### src/design/hps_proto_pkg.sv
/*
 * host bus protocol definitions: command codes, word widths,
 * the bus input struct and the decoded frame struct
 */
package hps_proto_pkg;

	localparam int io_word_w  = 16;
	localparam int word_idx_w = 10;

	////////////////////////////////////////////////////////////
	// command codes, first word of a frame
	////////////////////////////////////////////////////////////
	localparam logic [7:0] cmd_cfg        = 8'h01;
	localparam logic [7:0] cmd_joy0       = 8'h02;
	localparam logic [7:0] cmd_joy1       = 8'h03;
	localparam logic [7:0] cmd_sd_status  = 8'h16;
	localparam logic [7:0] cmd_sd_write   = 8'h17;
	localparam logic [7:0] cmd_sd_read    = 8'h18;
	localparam logic [7:0] cmd_status     = 8'h1E;
	localparam logic [7:0] cmd_status_set = 8'h29;
	localparam logic [7:0] cmd_file_tx    = 8'h53;
	localparam logic [7:0] cmd_file_data  = 8'h54;
	localparam logic [7:0] cmd_file_index = 8'h55;

	// upper nibble of the status-set count word
	localparam logic [3:0] status_set_tag = 4'hA;

	typedef struct packed {
		logic                 enable;
		logic                 strobe;
		logic [io_word_w-1:0] din;
	} hps_bus_in_t;

	// one strobed word as seen by the data modules
	typedef struct packed {
		logic                  word_stb;
		logic                  cmd_stb;
		logic [7:0]            cmd;
		logic [word_idx_w-1:0] idx;
		logic [io_word_w-1:0]  din;
		logic                  frame_end;
	} hps_frame_t;

endpackage

### src/design/hps_target_pkg.sv
/*
 * core-side target definitions: drive slot count, sector buffer
 * and download widths, and the SD command word layout
 */
package hps_target_pkg;

	localparam int num_slots    = 4;
	localparam int slot_w       = 2;
	localparam int buff_addr_w  = 9;
	localparam int buff_data_w  = 8;
	localparam int ioctl_addr_w = 27;
	localparam int lba_w        = 32;

	localparam logic [3:0] sd_cmd_tag = 4'h5;

	////////////////////////////////////////////////////////////
	// SD command word, as the host reads it with 0x16
	////////////////////////////////////////////////////////////
	typedef struct packed {
		logic [1:0] rsvd;
		// slots 3, 2, 1 from msb down
		logic [2:0] wr_hi;
		logic [2:0] rd_hi;
		logic [3:0] tag;
		logic       conf;
		logic       present;
		logic       wr0;
		logic       rd0;
	} sd_cmd_fields_t;

	// built by field in the arbiter, returned raw to the host
	typedef union packed {
		logic [15:0]    raw;
		sd_cmd_fields_t fields;
	} sd_cmd_u;

endpackage

### src/design/hps_word_counter.sv
/*
 * word index within a host frame, saturating
 */
`timescale 1ns/100ps

module hps_word_counter (
	input  logic                                 clk_sys,
	input  logic                                 reset,
	input  hps_proto_pkg::hps_bus_in_t           bus_in,
	output logic [hps_proto_pkg::word_idx_w-1:0] idx
);
	import hps_proto_pkg::*;

	// index of the word currently on the bus, 0 is the command word
	always_ff @(posedge clk_sys or posedge reset) begin
		if (reset) begin
			idx <= '0;
		end else if (!bus_in.enable) begin
			idx <= '0;
		end else if (bus_in.strobe && !(&idx)) begin
			idx <= idx + word_idx_w'(1);
		end
	end

endmodule

### src/design/hps_cmd_fsm.sv
/*
 * frame state machine: command latch, frame strobes, frame end
 * pulse and the io_dout readback register
 */
`timescale 1ns/100ps

module hps_cmd_fsm (
	input  logic                                 clk_sys,
	input  logic                                 reset,
	input  hps_proto_pkg::hps_bus_in_t           bus_in,
	input  logic [hps_proto_pkg::word_idx_w-1:0] idx,
	input  logic [hps_proto_pkg::io_word_w-1:0]  settings_rd,
	input  logic [hps_proto_pkg::io_word_w-1:0]  sd_rd_word,
	input  logic [hps_proto_pkg::io_word_w-1:0]  buff_rd,
	output hps_proto_pkg::hps_frame_t            frame,
	output logic [hps_proto_pkg::io_word_w-1:0]  io_dout
);
	import hps_proto_pkg::*;

	typedef enum logic [1:0] {
		st_idle,
		st_cmd,
		st_data
	} state_t;

	state_t     state;
	logic [7:0] cmd_q;
	logic       frame_end_q;
	logic       word_in;
	logic       first_word;

	assign word_in    = bus_in.enable && bus_in.strobe;
	// first strobe of a frame is the command, even if enable rose with it
	assign first_word = word_in && (state != st_data);

	always_ff @(posedge clk_sys or posedge reset) begin
		if (reset) begin
			state       <= st_idle;
			cmd_q       <= '0;
			frame_end_q <= 1'b0;
		end else begin
			frame_end_q <= !bus_in.enable && (state != st_idle);
			if (first_word) begin
				cmd_q <= bus_in.din[7:0];
			end
			case (state)
				st_idle: if (bus_in.enable) state <= bus_in.strobe ? st_data : st_cmd;
				st_cmd: begin
					if (!bus_in.enable) state <= st_idle;
					else if (bus_in.strobe) state <= st_data;
				end
				st_data: if (!bus_in.enable) state <= st_idle;
				default: state <= st_idle;
			endcase
		end
	end

	////////////////////////////////////////////////////////////
	// frame strobes follow the bus strobe in the same cycle
	////////////////////////////////////////////////////////////
	always_comb begin
		frame.cmd_stb   = first_word;
		frame.word_stb  = word_in && (state == st_data);
		frame.cmd       = first_word ? bus_in.din[7:0] : cmd_q;
		frame.idx       = idx;
		frame.din       = bus_in.din;
		frame.frame_end = frame_end_q;
	end

	// readback, each source is zero unless it owns cmd and idx
	always_ff @(posedge clk_sys or posedge reset) begin
		if (reset) begin
			io_dout <= '0;
		end else if (!bus_in.enable) begin
			io_dout <= '0;
		end else if (bus_in.strobe) begin
			io_dout <= settings_rd | sd_rd_word | buff_rd;
		end
	end

endmodule

### src/design/hps_settings_regs.sv
/*
 * config byte, joysticks 0 and 1, 32-bit status and the
 * core-initiated status-set capture with its readback
 */
`timescale 1ns/100ps

module hps_settings_regs (
	input  logic                                clk_sys,
	input  logic                                reset,
	input  hps_proto_pkg::hps_frame_t           frame,
	input  logic [31:0]                         status_in,
	input  logic                                status_set,
	output logic [1:0]                          buttons,
	output logic                                forced_scandoubler,
	output logic [31:0]                         joystick_0,
	output logic [31:0]                         joystick_1,
	output logic [31:0]                         status,
	output logic [hps_proto_pkg::io_word_w-1:0] rd_word
);
	import hps_proto_pkg::*;

	logic        status_set_q;
	logic [3:0]  set_count;
	logic [31:0] status_req;
	logic        word1;

	assign word1 = frame.word_stb && (frame.idx == word_idx_w'(1));

	always_ff @(posedge clk_sys or posedge reset) begin
		if (reset) begin
			buttons            <= '0;
			forced_scandoubler <= 1'b0;
			joystick_0         <= '0;
			joystick_1         <= '0;
			status             <= '0;
			status_set_q       <= 1'b0;
			set_count          <= '0;
			status_req         <= '0;
		end else begin
			// rising edge of status_set from the core
			status_set_q <= status_set;
			if (status_set && !status_set_q) begin
				set_count  <= set_count + 4'd1;
				status_req <= status_in;
			end

			if (frame.word_stb) begin
				case (frame.cmd)
					cmd_cfg: if (word1) begin
						buttons            <= frame.din[1:0];
						forced_scandoubler <= frame.din[4];
					end
					// low half on word 1, high half on every later word
					cmd_joy0: begin
						if (word1) joystick_0[15:0] <= frame.din;
						else joystick_0[31:16] <= frame.din;
					end
					cmd_joy1: begin
						if (word1) joystick_1[15:0] <= frame.din;
						else joystick_1[31:16] <= frame.din;
					end
					cmd_status: begin
						if (word1) status[15:0] <= frame.din;
						else if (frame.idx == word_idx_w'(2)) status[31:16] <= frame.din;
					end
					default: ;
				endcase
			end
		end
	end

	always_comb begin
		rd_word = '0;
		if (frame.cmd == cmd_status_set) begin
			case (frame.idx)
				0: rd_word = {8'h00, status_set_tag, set_count};
				1: rd_word = status_req[15:0];
				2: rd_word = status_req[31:16];
				default: rd_word = '0;
			endcase
		end
	end

endmodule

### src/design/sd_slot_arbiter.sv
/*
 * drive slot arbitration, SD status readback (0x16) and the
 * per-slot acknowledge over sector frames
 */
`timescale 1ns/100ps

module sd_slot_arbiter (
	input  logic                                     clk_sys,
	input  logic                                     reset,
	input  hps_proto_pkg::hps_frame_t                frame,
	input  logic                                     status_reset,
	input  logic [hps_target_pkg::num_slots-1:0]     sd_rd,
	input  logic [hps_target_pkg::num_slots-1:0]     sd_wr,
	input  logic [hps_target_pkg::num_slots-1:0][hps_target_pkg::lba_w-1:0] sd_lba,
	output logic [hps_target_pkg::num_slots-1:0]     sd_ack,
	output logic [hps_proto_pkg::io_word_w-1:0]      rd_word
);
	import hps_proto_pkg::*;
	import hps_target_pkg::*;

	logic                 slot_busy;
	logic [slot_w-1:0]    slot_sel;
	logic [num_slots-1:0] slot_mask;
	logic [num_slots-1:0] ack_q;
	logic                 req_any;
	logic [slot_w-1:0]    req_slot;
	logic [lba_w-1:0]     lba_sel;
	sd_cmd_u              cmd_word;

	// lowest slot wins, rd before wr within a slot
	always_comb begin
		req_any  = 1'b0;
		req_slot = '0;
		for (int i = num_slots - 1; i >= 0; i--) begin
			if (sd_rd[i] || sd_wr[i]) begin
				req_any  = 1'b1;
				req_slot = slot_w'(i);
			end
		end
	end

	always_comb begin
		for (int i = 0; i < num_slots; i++) begin
			slot_mask[i] = slot_busy && (slot_sel == slot_w'(i));
		end
	end

	////////////////////////////////////////////////////////////
	// grant, acknowledge and release
	////////////////////////////////////////////////////////////
	always_ff @(posedge clk_sys or posedge reset) begin
		if (reset) begin
			slot_busy <= 1'b0;
			slot_sel  <= '0;
			sd_ack    <= '0;
			ack_q     <= '0;
		end else begin
			ack_q <= sd_ack;
			if (status_reset) begin
				slot_busy <= 1'b0;
				sd_ack    <= '0;
			end else begin
				if (!slot_busy && req_any) begin
					slot_busy <= 1'b1;
					slot_sel  <= req_slot;
				end else if (|(ack_q & ~sd_ack)) begin
					// falling edge of the ack frees the slot
					slot_busy <= 1'b0;
				end
				if (frame.cmd_stb &&
				    (frame.cmd == cmd_sd_write || frame.cmd == cmd_sd_read)) begin
					sd_ack <= slot_mask;
				end else if (frame.frame_end) begin
					sd_ack <= '0;
				end
			end
		end
	end

	// only the active slot shows its requests
	always_comb begin
		cmd_word                = '0;
		cmd_word.fields.wr_hi   = sd_wr[3:1] & slot_mask[3:1];
		cmd_word.fields.rd_hi   = sd_rd[3:1] & slot_mask[3:1];
		cmd_word.fields.tag     = sd_cmd_tag;
		cmd_word.fields.conf    = 1'b0;
		cmd_word.fields.present = 1'b1;
		cmd_word.fields.wr0     = sd_wr[0] & slot_mask[0];
		cmd_word.fields.rd0     = sd_rd[0] & slot_mask[0];
	end

	assign lba_sel = sd_lba[slot_sel];

	always_comb begin
		rd_word = '0;
		if (frame.cmd == cmd_sd_status) begin
			case (frame.idx)
				1: rd_word = cmd_word.raw;
				2: rd_word = lba_sel[15:0];
				3: rd_word = lba_sel[31:16];
				default: rd_word = '0;
			endcase
		end
	end

endmodule

### src/design/sd_buffer_port.sv
/*
 * sector buffer port: address counter, write pulse and read data
 */
`timescale 1ns/100ps

module sd_buffer_port (
	input  logic                                    clk_sys,
	input  logic                                    reset,
	input  hps_proto_pkg::hps_frame_t               frame,
	input  logic [hps_target_pkg::buff_data_w-1:0]  sd_buff_din,
	output logic [hps_target_pkg::buff_addr_w-1:0]  sd_buff_addr,
	output logic [hps_target_pkg::buff_data_w-1:0]  sd_buff_dout,
	output logic                                    sd_buff_wr,
	output logic [hps_proto_pkg::io_word_w-1:0]     rd_word
);
	import hps_proto_pkg::*;
	import hps_target_pkg::*;

	logic wr_word;
	logic rd_byte;

	assign wr_word = frame.word_stb && (frame.cmd == cmd_sd_write);
	assign rd_byte = frame.word_stb && (frame.cmd == cmd_sd_read);

	always_ff @(posedge clk_sys or posedge reset) begin
		if (reset) begin
			sd_buff_addr <= '0;
			sd_buff_dout <= '0;
			sd_buff_wr   <= 1'b0;
		end else begin
			sd_buff_wr <= wr_word;
			if (wr_word) sd_buff_dout <= frame.din[buff_data_w-1:0];
			if (frame.cmd_stb) begin
				sd_buff_addr <= '0;
			end else if ((sd_buff_wr || rd_byte) && !(&sd_buff_addr)) begin
				// write steps after its pulse, read steps with the strobe
				sd_buff_addr <= sd_buff_addr + buff_addr_w'(1);
			end
		end
	end

	assign rd_word = (frame.cmd == cmd_sd_read && frame.idx != '0) ?
		io_word_w'(sd_buff_din) : '0;

endmodule

### src/design/ioctl_loader.sv
/*
 * file download: download flag, file index, byte address and
 * the one-cycle write pulse towards the core
 */
`timescale 1ns/100ps

module ioctl_loader (
	input  logic                                    clk_sys,
	input  logic                                    reset,
	input  hps_proto_pkg::hps_frame_t               frame,
	output logic                                    ioctl_download,
	output logic [7:0]                              ioctl_index,
	output logic                                    ioctl_wr,
	output logic [hps_target_pkg::ioctl_addr_w-1:0] ioctl_addr,
	output logic [hps_target_pkg::buff_data_w-1:0]  ioctl_dout
);
	import hps_proto_pkg::*;
	import hps_target_pkg::*;

	// next byte address, published on each write and at the end
	logic [ioctl_addr_w-1:0] addr;

	always_ff @(posedge clk_sys or posedge reset) begin
		if (reset) begin
			ioctl_download <= 1'b0;
			ioctl_index    <= '0;
			ioctl_wr       <= 1'b0;
			ioctl_addr     <= '0;
			ioctl_dout     <= '0;
			addr           <= '0;
		end else begin
			ioctl_wr <= 1'b0;
			if (frame.word_stb) begin
				case (frame.cmd)
					cmd_file_tx: begin
						if (frame.din[7:0] != 8'h00) begin
							ioctl_download <= 1'b1;
							addr           <= '0;
						end else begin
							ioctl_download <= 1'b0;
							ioctl_addr     <= addr;
						end
					end
					cmd_file_data: begin
						ioctl_addr <= addr;
						ioctl_dout <= frame.din[buff_data_w-1:0];
						ioctl_wr   <= 1'b1;
						addr       <= addr + ioctl_addr_w'(1);
					end
					cmd_file_index: ioctl_index <= frame.din[7:0];
					default: ;
				endcase
			end
		end
	end

endmodule

### src/design/hps_io.sv
/*
 * host command bus top level: word counter, frame FSM,
 * settings, SD slots, sector buffer and file download
 */
`timescale 1ns/100ps

module hps_io (
	input  logic                                    clk_sys,
	input  logic                                    reset,
	input  hps_proto_pkg::hps_bus_in_t              bus_in,
	output logic [hps_proto_pkg::io_word_w-1:0]     io_dout,
	// settings
	output logic [1:0]                              buttons,
	output logic                                    forced_scandoubler,
	output logic [31:0]                             joystick_0,
	output logic [31:0]                             joystick_1,
	output logic [31:0]                             status,
	input  logic [31:0]                             status_in,
	input  logic                                    status_set,
	// SD slots and sector buffer
	input  logic [hps_target_pkg::num_slots-1:0]    sd_rd,
	input  logic [hps_target_pkg::num_slots-1:0]    sd_wr,
	input  logic [hps_target_pkg::num_slots-1:0][hps_target_pkg::lba_w-1:0] sd_lba,
	output logic [hps_target_pkg::num_slots-1:0]    sd_ack,
	output logic [hps_target_pkg::buff_addr_w-1:0]  sd_buff_addr,
	output logic [hps_target_pkg::buff_data_w-1:0]  sd_buff_dout,
	input  logic [hps_target_pkg::buff_data_w-1:0]  sd_buff_din,
	output logic                                    sd_buff_wr,
	// download
	output logic                                    ioctl_download,
	output logic [7:0]                              ioctl_index,
	output logic                                    ioctl_wr,
	output logic [hps_target_pkg::ioctl_addr_w-1:0] ioctl_addr,
	output logic [hps_target_pkg::buff_data_w-1:0]  ioctl_dout
);
	import hps_proto_pkg::*;

	logic [word_idx_w-1:0] idx;
	hps_frame_t            frame;
	logic [io_word_w-1:0]  settings_rd;
	logic [io_word_w-1:0]  sd_rd_word;
	logic [io_word_w-1:0]  buff_rd;

	hps_word_counter hps_word_counter_inst (
		.clk_sys (clk_sys), .reset (reset), .bus_in (bus_in), .idx (idx)
	);

	hps_cmd_fsm hps_cmd_fsm_inst (
		.clk_sys (clk_sys), .reset (reset), .bus_in (bus_in), .idx (idx),
		.settings_rd (settings_rd), .sd_rd_word (sd_rd_word), .buff_rd (buff_rd),
		.frame (frame), .io_dout (io_dout)
	);

	hps_settings_regs hps_settings_regs_inst (
		.clk_sys (clk_sys), .reset (reset), .frame (frame),
		.status_in (status_in), .status_set (status_set),
		.buttons (buttons), .forced_scandoubler (forced_scandoubler),
		.joystick_0 (joystick_0), .joystick_1 (joystick_1),
		.status (status), .rd_word (settings_rd)
	);

	// status bit 0 is the host's reset of the drive slots
	sd_slot_arbiter sd_slot_arbiter_inst (
		.clk_sys (clk_sys), .reset (reset), .frame (frame),
		.status_reset (status[0]), .sd_rd (sd_rd), .sd_wr (sd_wr), .sd_lba (sd_lba),
		.sd_ack (sd_ack), .rd_word (sd_rd_word)
	);

	sd_buffer_port sd_buffer_port_inst (
		.clk_sys (clk_sys), .reset (reset), .frame (frame), .sd_buff_din (sd_buff_din),
		.sd_buff_addr (sd_buff_addr), .sd_buff_dout (sd_buff_dout),
		.sd_buff_wr (sd_buff_wr), .rd_word (buff_rd)
	);

	ioctl_loader ioctl_loader_inst (
		.clk_sys (clk_sys), .reset (reset), .frame (frame),
		.ioctl_download (ioctl_download), .ioctl_index (ioctl_index),
		.ioctl_wr (ioctl_wr), .ioctl_addr (ioctl_addr), .ioctl_dout (ioctl_dout)
	);

endmodule

### config.mk
export PLATFORM = sky130hd
export DESIGN_NAME = hps_io
export DESIGN_NICKNAME = d
export VERILOG_FILES = /design/src/design/hps_proto_pkg.sv /design/src/design/hps_target_pkg.sv /design/src/design/hps_word_counter.sv /design/src/design/hps_cmd_fsm.sv /design/src/design/hps_settings_regs.sv /design/src/design/sd_slot_arbiter.sv /design/src/design/sd_buffer_port.sv /design/src/design/ioctl_loader.sv /design/src/design/hps_io.sv
export SDC_FILE = /design/constraint.sdc
export NUM_CORES = 1
export LEC_CHECK = 0
export BUFFER_PORTS_ARGS = -buffer_cell sky130_fd_sc_hd__buf_2
export CORE_ASPECT_RATIO = 1.25
export CORE_MARGIN = 8
export CORE_UTILIZATION = 57
export DETAILED_ROUTE_END_ITERATION = 12
export GPL_TIMING_DRIVEN = 0
export PLACE_DENSITY = 0.94
export RECOVER_POWER = 25
export SETUP_SLACK_MARGIN = 0.2
export SLEW_MARGIN = 20
export SYNTH_ARGS = -nofsm -noshare
export SYNTH_HDL_FRONTEND = slang
export SYNTH_HIERARCHICAL = 1
export SYNTH_SLANG_ARGS = --single-unit
### constraint.sdc
create_clock -name clk_sys -period 9.95 [get_ports clk_sys]
set_input_delay 2.985 -clock clk_sys [delete_from_list [all_inputs] [get_ports clk_sys]]
set_output_delay 2.985 -clock clk_sys [all_outputs]
set_load 0.1 [all_outputs]
==> results of run 1 <==
==> registers in the layout, indices dropped and copies added, names as in the netlist, 8 cells and up <==
signal                             cells
hps_cmd_fsm_inst/cmd_q                 8
hps_cmd_fsm_inst/io_dout              16
hps_settings_regs_inst/joystick_0     32
hps_settings_regs_inst/joystick_1     32
hps_settings_regs_inst/status         32
hps_settings_regs_inst/status_req     32
hps_word_counter_inst/idx             10
ioctl_loader_inst/addr                27
ioctl_loader_inst/ioctl_addr          27
ioctl_loader_inst/ioctl_dout           8
ioctl_loader_inst/ioctl_index          8
sd_buffer_port_inst/sd_buff_addr       9
sd_buffer_port_inst/sd_buff_dout       8
==> report_power, final <==
group	internal [mW]	leakage, nW	switching (mW)
Clock	0.545	0.412	0.417
Combinational	0.271	4.42	0.400
Sequential	1.17	3.69	0.0376
Total	1.98	8.53	0.855
==> area by class of cell <==
class | count | area, sq um
clock inverters | 9 | 88.8
repair buffers | 371 | 1880
diodes | 4 | 10.0
plain buffers | 86 | 567
well taps | 292 | 365
flip-flops and latches | 274 | 6860
multi-input cells | 708 | 5920
clock buffers | 36 | 738
inverters | 30 | 115
fillers | 1626 | 6870
==> worst register-to-register path, cell delays in order (launching register included) <==
cell and delay (ns):
dfrtp_1 0.41, nand2b_1 0.13, nor2b_4 0.18, buf_12 0.15, mux2_4 0.36, or4b_1 0.60
nor3_1 0.32, nand2_1 0.31, buf_2 0.32, mux2_1 0.35
==> cells by family after synthesis <==
logic type | count (synthesis)
fa+ha+maj | 5
simple gates | 292
buf+inv | 116
compound gates | 148
xor+xnor | 16
flops | 274
mux | 239
other cells | 1
==> stage by stage <==
step | setup WS, ns | hold WS [ns] | std cells
after global routing | 3.23 | 0.474 | 1807
final | 4.01 | 0.455 | 1810
after floorplan | 3.33 | 0.445 | 1098
after detailed placement | 4.04 | 0.445 | 1761
after CTS | 4.59 | 0.459 | 1806
after global placement | 1.86 | 0.415 | 1759
==> final timing paths <==
| path | startpoint | to | slack, ns |
|---|---|---|---|
| max | reset | ioctl_loader_inst/addr[24]$_DFFE_PP0P_ | 4.01 |
| min in group asynchronous | reset | hps_word_counter_inst/idx[1]$_DFFE_PP0P_ | 2.60 |
| min | sd_slot_arbiter_inst/sd_ack[0]$_DFFE_PP0P_ | sd_slot_arbiter_inst/ack_q[0]$_DFF_PP0_ | 0.45 |
| max in group clk_sys | bus_in[17] | hps_settings_regs_inst/joystick_1[5]$_DFFE_PP0P_ | 4.55 |
| min reg2reg | sd_slot_arbiter_inst/sd_ack[0]$_DFFE_PP0P_ | sd_slot_arbiter_inst/ack_q[0]$_DFF_PP0_ | 0.45 |
| max reg2reg | hps_cmd_fsm_inst/state[1]$_DFFE_PP0P_ | hps_settings_regs_inst/joystick_1[5]$_DFFE_PP0P_ | 6.71 |
==> per-layer routing <==
| layer | routed length (microns) | global-route usage [%] |
|---|---|---|
| met1 | 14700 | 31.0 |
| met2 | 21500 | 50.5 |
| met3 | 2690 | 5.44 |
| met4 | 2290 | 14.2 |
| met5 | 0 | 0 |
==> cells in the final DEF, fill, tap and decap left out, types with 11 or more instances in the layout <==
master,n
mux2_2,178
o21ai_0,43
nor2_1,46
mux2i_1,21
nand2_1,52
clkbuf_1,17
a21oi_1,48
mux4_2,29
inv_1,26
xor2_1,11
clkbuf_16,26
nand4_1,17
buf_2,389
nor3_1,33
dfrtp_1,274
nand3_1,21
and2_1,18
buf_4,47
or3_1,21
==> results.sh, run 1 <==
export IMPL_h_tree_depth=1
export IMPL_critPathBufInv=3
export IMPL_ys_types=86
export IMPL_synth_compound_area_share_pct=7.15
export IMPL_irDropWorstVdd_mv=0.131
export IMPL_critPathLaunchType="primary input"
export IMPL_viasPerCell=5.93
export IMPL_top_level_ports=379
export IMPL_synth_commonest_cells="dfrtp_1, mux2_2, nand2_1, a21oi_1, buf_4"
export IMPL_clk_latency_ns=0.54
export IMPL_drtPass1Iterations=5
export IMPL_layout_nets=1699
export IMPL_num_vias=10700
export IMPL_crit_chain="clkbuf_1, clkinvlp_2, clkbuf_1"
export IMPL_wl_per_cell_microns=22.8
export IMPL_die_width_microns=153
export IMPL_finalClockSkew_ns=0.0155
export IMPL_hold_path_class="reg -> reg"
export IMPL_path_delay_family="buffers and inverters"
export IMPL_die_h_microns=188
export IMPL_first_iter_violations=539
export IMPL_worstMarginPinSlew_ns=3.27
export IMPL_clock_fmax_mhz=168
export IMPL_cts_setup_buffers=0
export IMPL_synth_area_per_cell_sq_um=12.3
export IMPL_synthArstFlopShare_pct=100
export IMPL_worstSetupPathType="in -> async"
export IMPL_io_buffers=369
export IMPL_power_leakage_nw=8.53
export IMPL_drt_total_wl_microns=41300
export IMPL_relSlewSlack_pct=-119
export IMPL_cp_data_required_time_ns=9.93
export IMPL_grt_pass1_vias=11600
export IMPL_synth_most_common_cell="dfrtp_1"
export IMPL_synthesis_instances=1091
export IMPL_dpl_cell_area_sq_um=15700
export IMPL_rsz0062_at_grt="false"
export IMPL_synth_simple_gate_area_share_pct=12.7
export IMPL_syn_to_final_growth_pct=23.1
export IMPL_grt_first_pass_wirelength_microns=63900
export IMPL_power_density_nw_per_um2=172
export IMPL_status="complete, but fails checks"
export IMPL_cts_root_buf="clkbuf_16"
export IMPL_post_cts_resize_count=0
export IMPL_post_route_util_pct=70.6
export IMPL_ant_nets=0
export IMPL_violations="capacitance limit, slew limit"
export IMPL_finalWeightedCongestion=0.963
export IMPL_hold_violations=0
export IMPL_drv_slew=126
export IMPL_cts_tree="yes"
export IMPL_critPathMostFrequentCell="clkbuf_1"
export IMPL_grt_use_total_pct=28.0
export IMPL_cts_sinks=274
export IMPL_cp_depth=3
export IMPL_hold_buffers=0
export IMPL_crit_slowest_cell="clkbuf_1"
export IMPL_layout_min_cycle_time_ns=5.94
export IMPL_worst_path_largest_cell_delay_ns=2.17
export IMPL_cp_max_fo=56
export IMPL_grt_ovfl_total=0
export IMPL_synth_seq_cells=274
export IMPL_synth_area_sq_um=13400
export IMPL_antenna_found_initial=6
export IMPL_fin_crit_sh_pct=59.7
export IMPL_drc_errors=0
export IMPL_synth_top_area_share_pct=51.0
export IMPL_synth_area_leaders="dfrtp_1, mux2_2, mux4_2"
export IMPL_ys_warn_count=6
export IMPL_clock_path_buffers=3
export IMPL_maxCapViolCount=2
export IMPL_synthAdderAreaFrac_pct=0.466
export IMPL_initial_core_util_pct=57.4
export IMPL_clkTransAtPathRegs_ns=0.06
export IMPL_hold_depth=0
export IMPL_crit_path_end_kind="async pin"
export IMPL_fin_area_sq_um=16500
export IMPL_worst_r2r_path_depth=9
export IMPL_synth_seq_area_share_pct=51.0
export IMPL_layout_drive_gt1_share_pct=49.1
export IMPL_total_power_mw=2.84
export IMPL_arrival_ns=5.92
export IMPL_coreArea_sq_um=23400
export IMPL_hpwl_microns=31800
export IMPL_synth_area_leader_cell="dfrtp_1"
export IMPL_cts_buffers_inserted=26
export IMPL_synth_top_family_by_area="multiplexers"
export IMPL_grt_max_degree=70
export IMPL_setup_tns_final_ns=0
export IMPL_finalSetupViolCount=0
export IMPL_rows=63
export IMPL_synth_mux_area_share_pct=22.5
export IMPL_synth_edf_count=0
export IMPL_synthFlopType="dfrtp_1"
export IMPL_synth_xor_area_share_pct=1.04
export IMPL_die_area_sq_um=28800
Power figures use the tool's default switching activity.
==> inputs of run 2 (changes only) <==
--- a/config.mk
+++ b/config.mk
@@ -8,10 +8,10 @@
 export BUFFER_PORTS_ARGS = -buffer_cell sky130_fd_sc_hd__buf_2
 export CORE_ASPECT_RATIO = 1.25
 export CORE_MARGIN = 8
-export CORE_UTILIZATION = 57
+export CORE_UTILIZATION = 48
 export DETAILED_ROUTE_END_ITERATION = 12
 export GPL_TIMING_DRIVEN = 0
-export PLACE_DENSITY = 0.94
+export PLACE_DENSITY = 0.85
 export RECOVER_POWER = 25
 export SETUP_SLACK_MARGIN = 0.2
 export SLEW_MARGIN = 20
==> constraint.sdc (replaced) <==
create_clock -name clk_sys -period 5.3 [get_ports clk_sys]
set_input_delay 1.59 -clock clk_sys [delete_from_list [all_inputs] [get_ports clk_sys]]
set_output_delay 1.59 -clock clk_sys [all_outputs]
set_load 0.1 [all_outputs]
==> run 2 against run 1 <==
Against the previous run:
- the run still ends with capacitance limit, slew limit left
- via count down 0.31%
- critical path depth up 7
- clock skew down 0.0027 ns
- power up 91%
- final cell count up 3.5%
- wire length up 0.61%
- setup slack worse by 2.9 ns
- utilization down 9.9 points
- non-clock buffer count up 3
- clock-buffer cell count down 1
- critical path type is now in -> reg
==> results.sh, run 2 (synthesized netlist as in run 1, its figures left out) <==
export IMPL_clockPowerShare_pct=35.5
export IMPL_seqPwrFrac_pct=41.7
export IMPL_maxCapViolCount=2
export IMPL_rows=68
export IMPL_fillCellCount=2184
export IMPL_critPathLaunchType="primary input"
export IMPL_cts_tree="yes"
export IMPL_h_tree_depth=1
export IMPL_grt_max_degree=63
export IMPL_io_buffers=369
export IMPL_crit_slowest_cell="or4b_1"
export IMPL_top_level_ports=379
export IMPL_cts_buffers_inserted=26
export IMPL_finalWeightedCongestion=0.981
export IMPL_viasPerCell=5.72
export IMPL_layout_nets=1702
export IMPL_first_iter_violations=675
export IMPL_final_common_cell="buf_2"
export IMPL_coreArea_sq_um=27600
export IMPL_layout_common_cells="buf_2, dfrtp_1, mux2_2"
export IMPL_relSlewSlack_pct=-21.4
export IMPL_worstSetupPathType="in -> reg"
export IMPL_wl_per_cell_microns=22.2
export IMPL_grt_pass1_vias=11600
export IMPL_post_cts_resize_count=0
export IMPL_instances_no_fill=1873
export IMPL_die_area_sq_um=33600
export IMPL_clk_latency_ns=0.53
export IMPL_grt_first_pass_wirelength_microns=64400
export IMPL_irDropWorstVdd_mv=0.197
export IMPL_dpl_cell_area_sq_um=15900
export IMPL_hpwl_microns=32500
export IMPL_ant_nets=0
export IMPL_grt_ovfl_total=0
export IMPL_drc_errors=0
export IMPL_layout_min_cycle_time_ns=4.24
export IMPL_grt_use_total_pct=23.8
export IMPL_setup_tns_final_ns=0
export IMPL_num_vias=10700
export IMPL_worstMarginPinSlew_ns=1.82
export IMPL_cp_max_fo=11
export IMPL_clkTransAtPathRegs_ns=0.06
export IMPL_clock_path_buffers=3
export IMPL_violations="capacitance limit, slew limit"
export IMPL_drv_slew=65
export IMPL_crit_path_end_kind="flip-flop"
export IMPL_hold_buffers=0
export IMPL_drt_total_wl_microns=41500
export IMPL_initial_core_util_pct=48.7
export IMPL_clock_fmax_mhz=236
export IMPL_crit_chain="clkbuf_1, nand2_2, nor2b_4, buf_12, mux2_4, or4b_1, nor3_1, nand2_1, buf_2, mux2_1"
export IMPL_power_density_nw_per_um2=324
export IMPL_fin_area_sq_um=16700
export IMPL_switching_share_pct=29.3
export IMPL_syn_to_final_growth_pct=24.5
export IMPL_rsz0062_at_grt="false"
export IMPL_cp_data_required_time_ns=5.70
export IMPL_cts_sinks=274
export IMPL_power_leakage_nw=8.59
export IMPL_hold_violations=0
export IMPL_die_h_microns=203
export IMPL_hold_path_class="reg -> reg"
export IMPL_finalSetupViolCount=0
export IMPL_die_width_microns=166
export IMPL_cts_root_buf="clkbuf_16"
export IMPL_finalClockSkew_ns=0.0128
export IMPL_placed_cells=1822
export IMPL_p_sw_mw=1.59
export IMPL_arrival_ns=4.64
export IMPL_combPwrFrac_pct=22.7
export IMPL_worst_path_largest_cell_delay_ns=0.61
export IMPL_antenna_found_initial=3
export IMPL_cts_setup_buffers=0
export IMPL_status="complete, but fails checks"
export IMPL_layout_drive_gt1_share_pct=49.5
export IMPL_internal_power_mw=3.83
export IMPL_fin_crit_sh_pct=80.0
export IMPL_drtPass1Iterations=5
run 2: power groups by stage:
stage	combinational (mW)	clock, mW	sequential, mW
after CTS	1.24	1.96	2.26
after detailed placement	1.24	0	2.29
after global placement	1.19	0	2.29
final	1.23	1.92	2.26
after floorplan	0.770	0	2.43
after global routing	1.33	2.06	2.27
run 2: layout make-up:
type,count,area (sq um),share of cell area [%]
Clock inverter,13,160,0.957
Tap cell,350,438,2.62
Multi-Input combinational cell,708,5930,35.4
Buffer,86,572,3.42
Antenna cell,3,7.51,0.0449
Sequential cell,274,6860,41.0
Inverter,30,115,0.688
Clock buffer,35,734,4.39
Timing Repair Buffer,374,1920,11.5
run 2: final timing paths:
kind | startpoint | endpoint | slack, ns | cells past startpoint
min reg2reg | sd_slot_arbiter_inst/sd_ack[0]$_DFFE_PP0P_ | sd_slot_arbiter_inst/ack_q[0]$_DFF_PP0_ | 0.45 | 0
max reg2reg | hps_cmd_fsm_inst/state[1]$_DFFE_PP0P_ | hps_settings_regs_inst/joystick_1[6]$_DFFE_PP0P_ | 1.90 | 9
max in group asynchronous | reset | hps_settings_regs_inst/joystick_0[3]$_DFFE_PP0P_ | 1.83 | 3
min in group asynchronous | reset | sd_slot_arbiter_inst/slot_busy$_DFFE_PP0P_ | 1.34 | 2
min | sd_slot_arbiter_inst/sd_ack[0]$_DFFE_PP0P_ | sd_slot_arbiter_inst/ack_q[0]$_DFF_PP0_ | 0.45 | 0
max | bus_in[17] | hps_settings_regs_inst/joystick_1[6]$_DFFE_PP0P_ | 1.06 | 10
run 2: layer usage:
metal,wire [microns],vias up,global-route usage (%),share of wire [%]
met5,0,-,0,0
met2,22100,485,43.8,53
met4,2020,0,12.0,4.9
li1,-,4768,-,-
met1,15000,5358,25.9,36
met3,2410,98,4.18,5.8
run 2: worst max-delay path, delay by kind of cell:
kind / cells / cell delay, ns
simple gates: 5 / 1.59
buf+inv: 3 / 0.71
mux: 2 / 0.74
run 2: per-stage QoR:
step	setup slack, ns	hold slack (ns)	power [mW]	util [%]
after floorplan	1.13	0.445	3.20	-
after global placement	0.698	0.443	3.48	57.1
after detailed placement	0.633	0.439	3.53	57.6
after CTS	1.18	0.457	5.46	60.8
after global routing	1.00	0.470	5.65	60.7
final	1.06	0.453	5.42	60.7
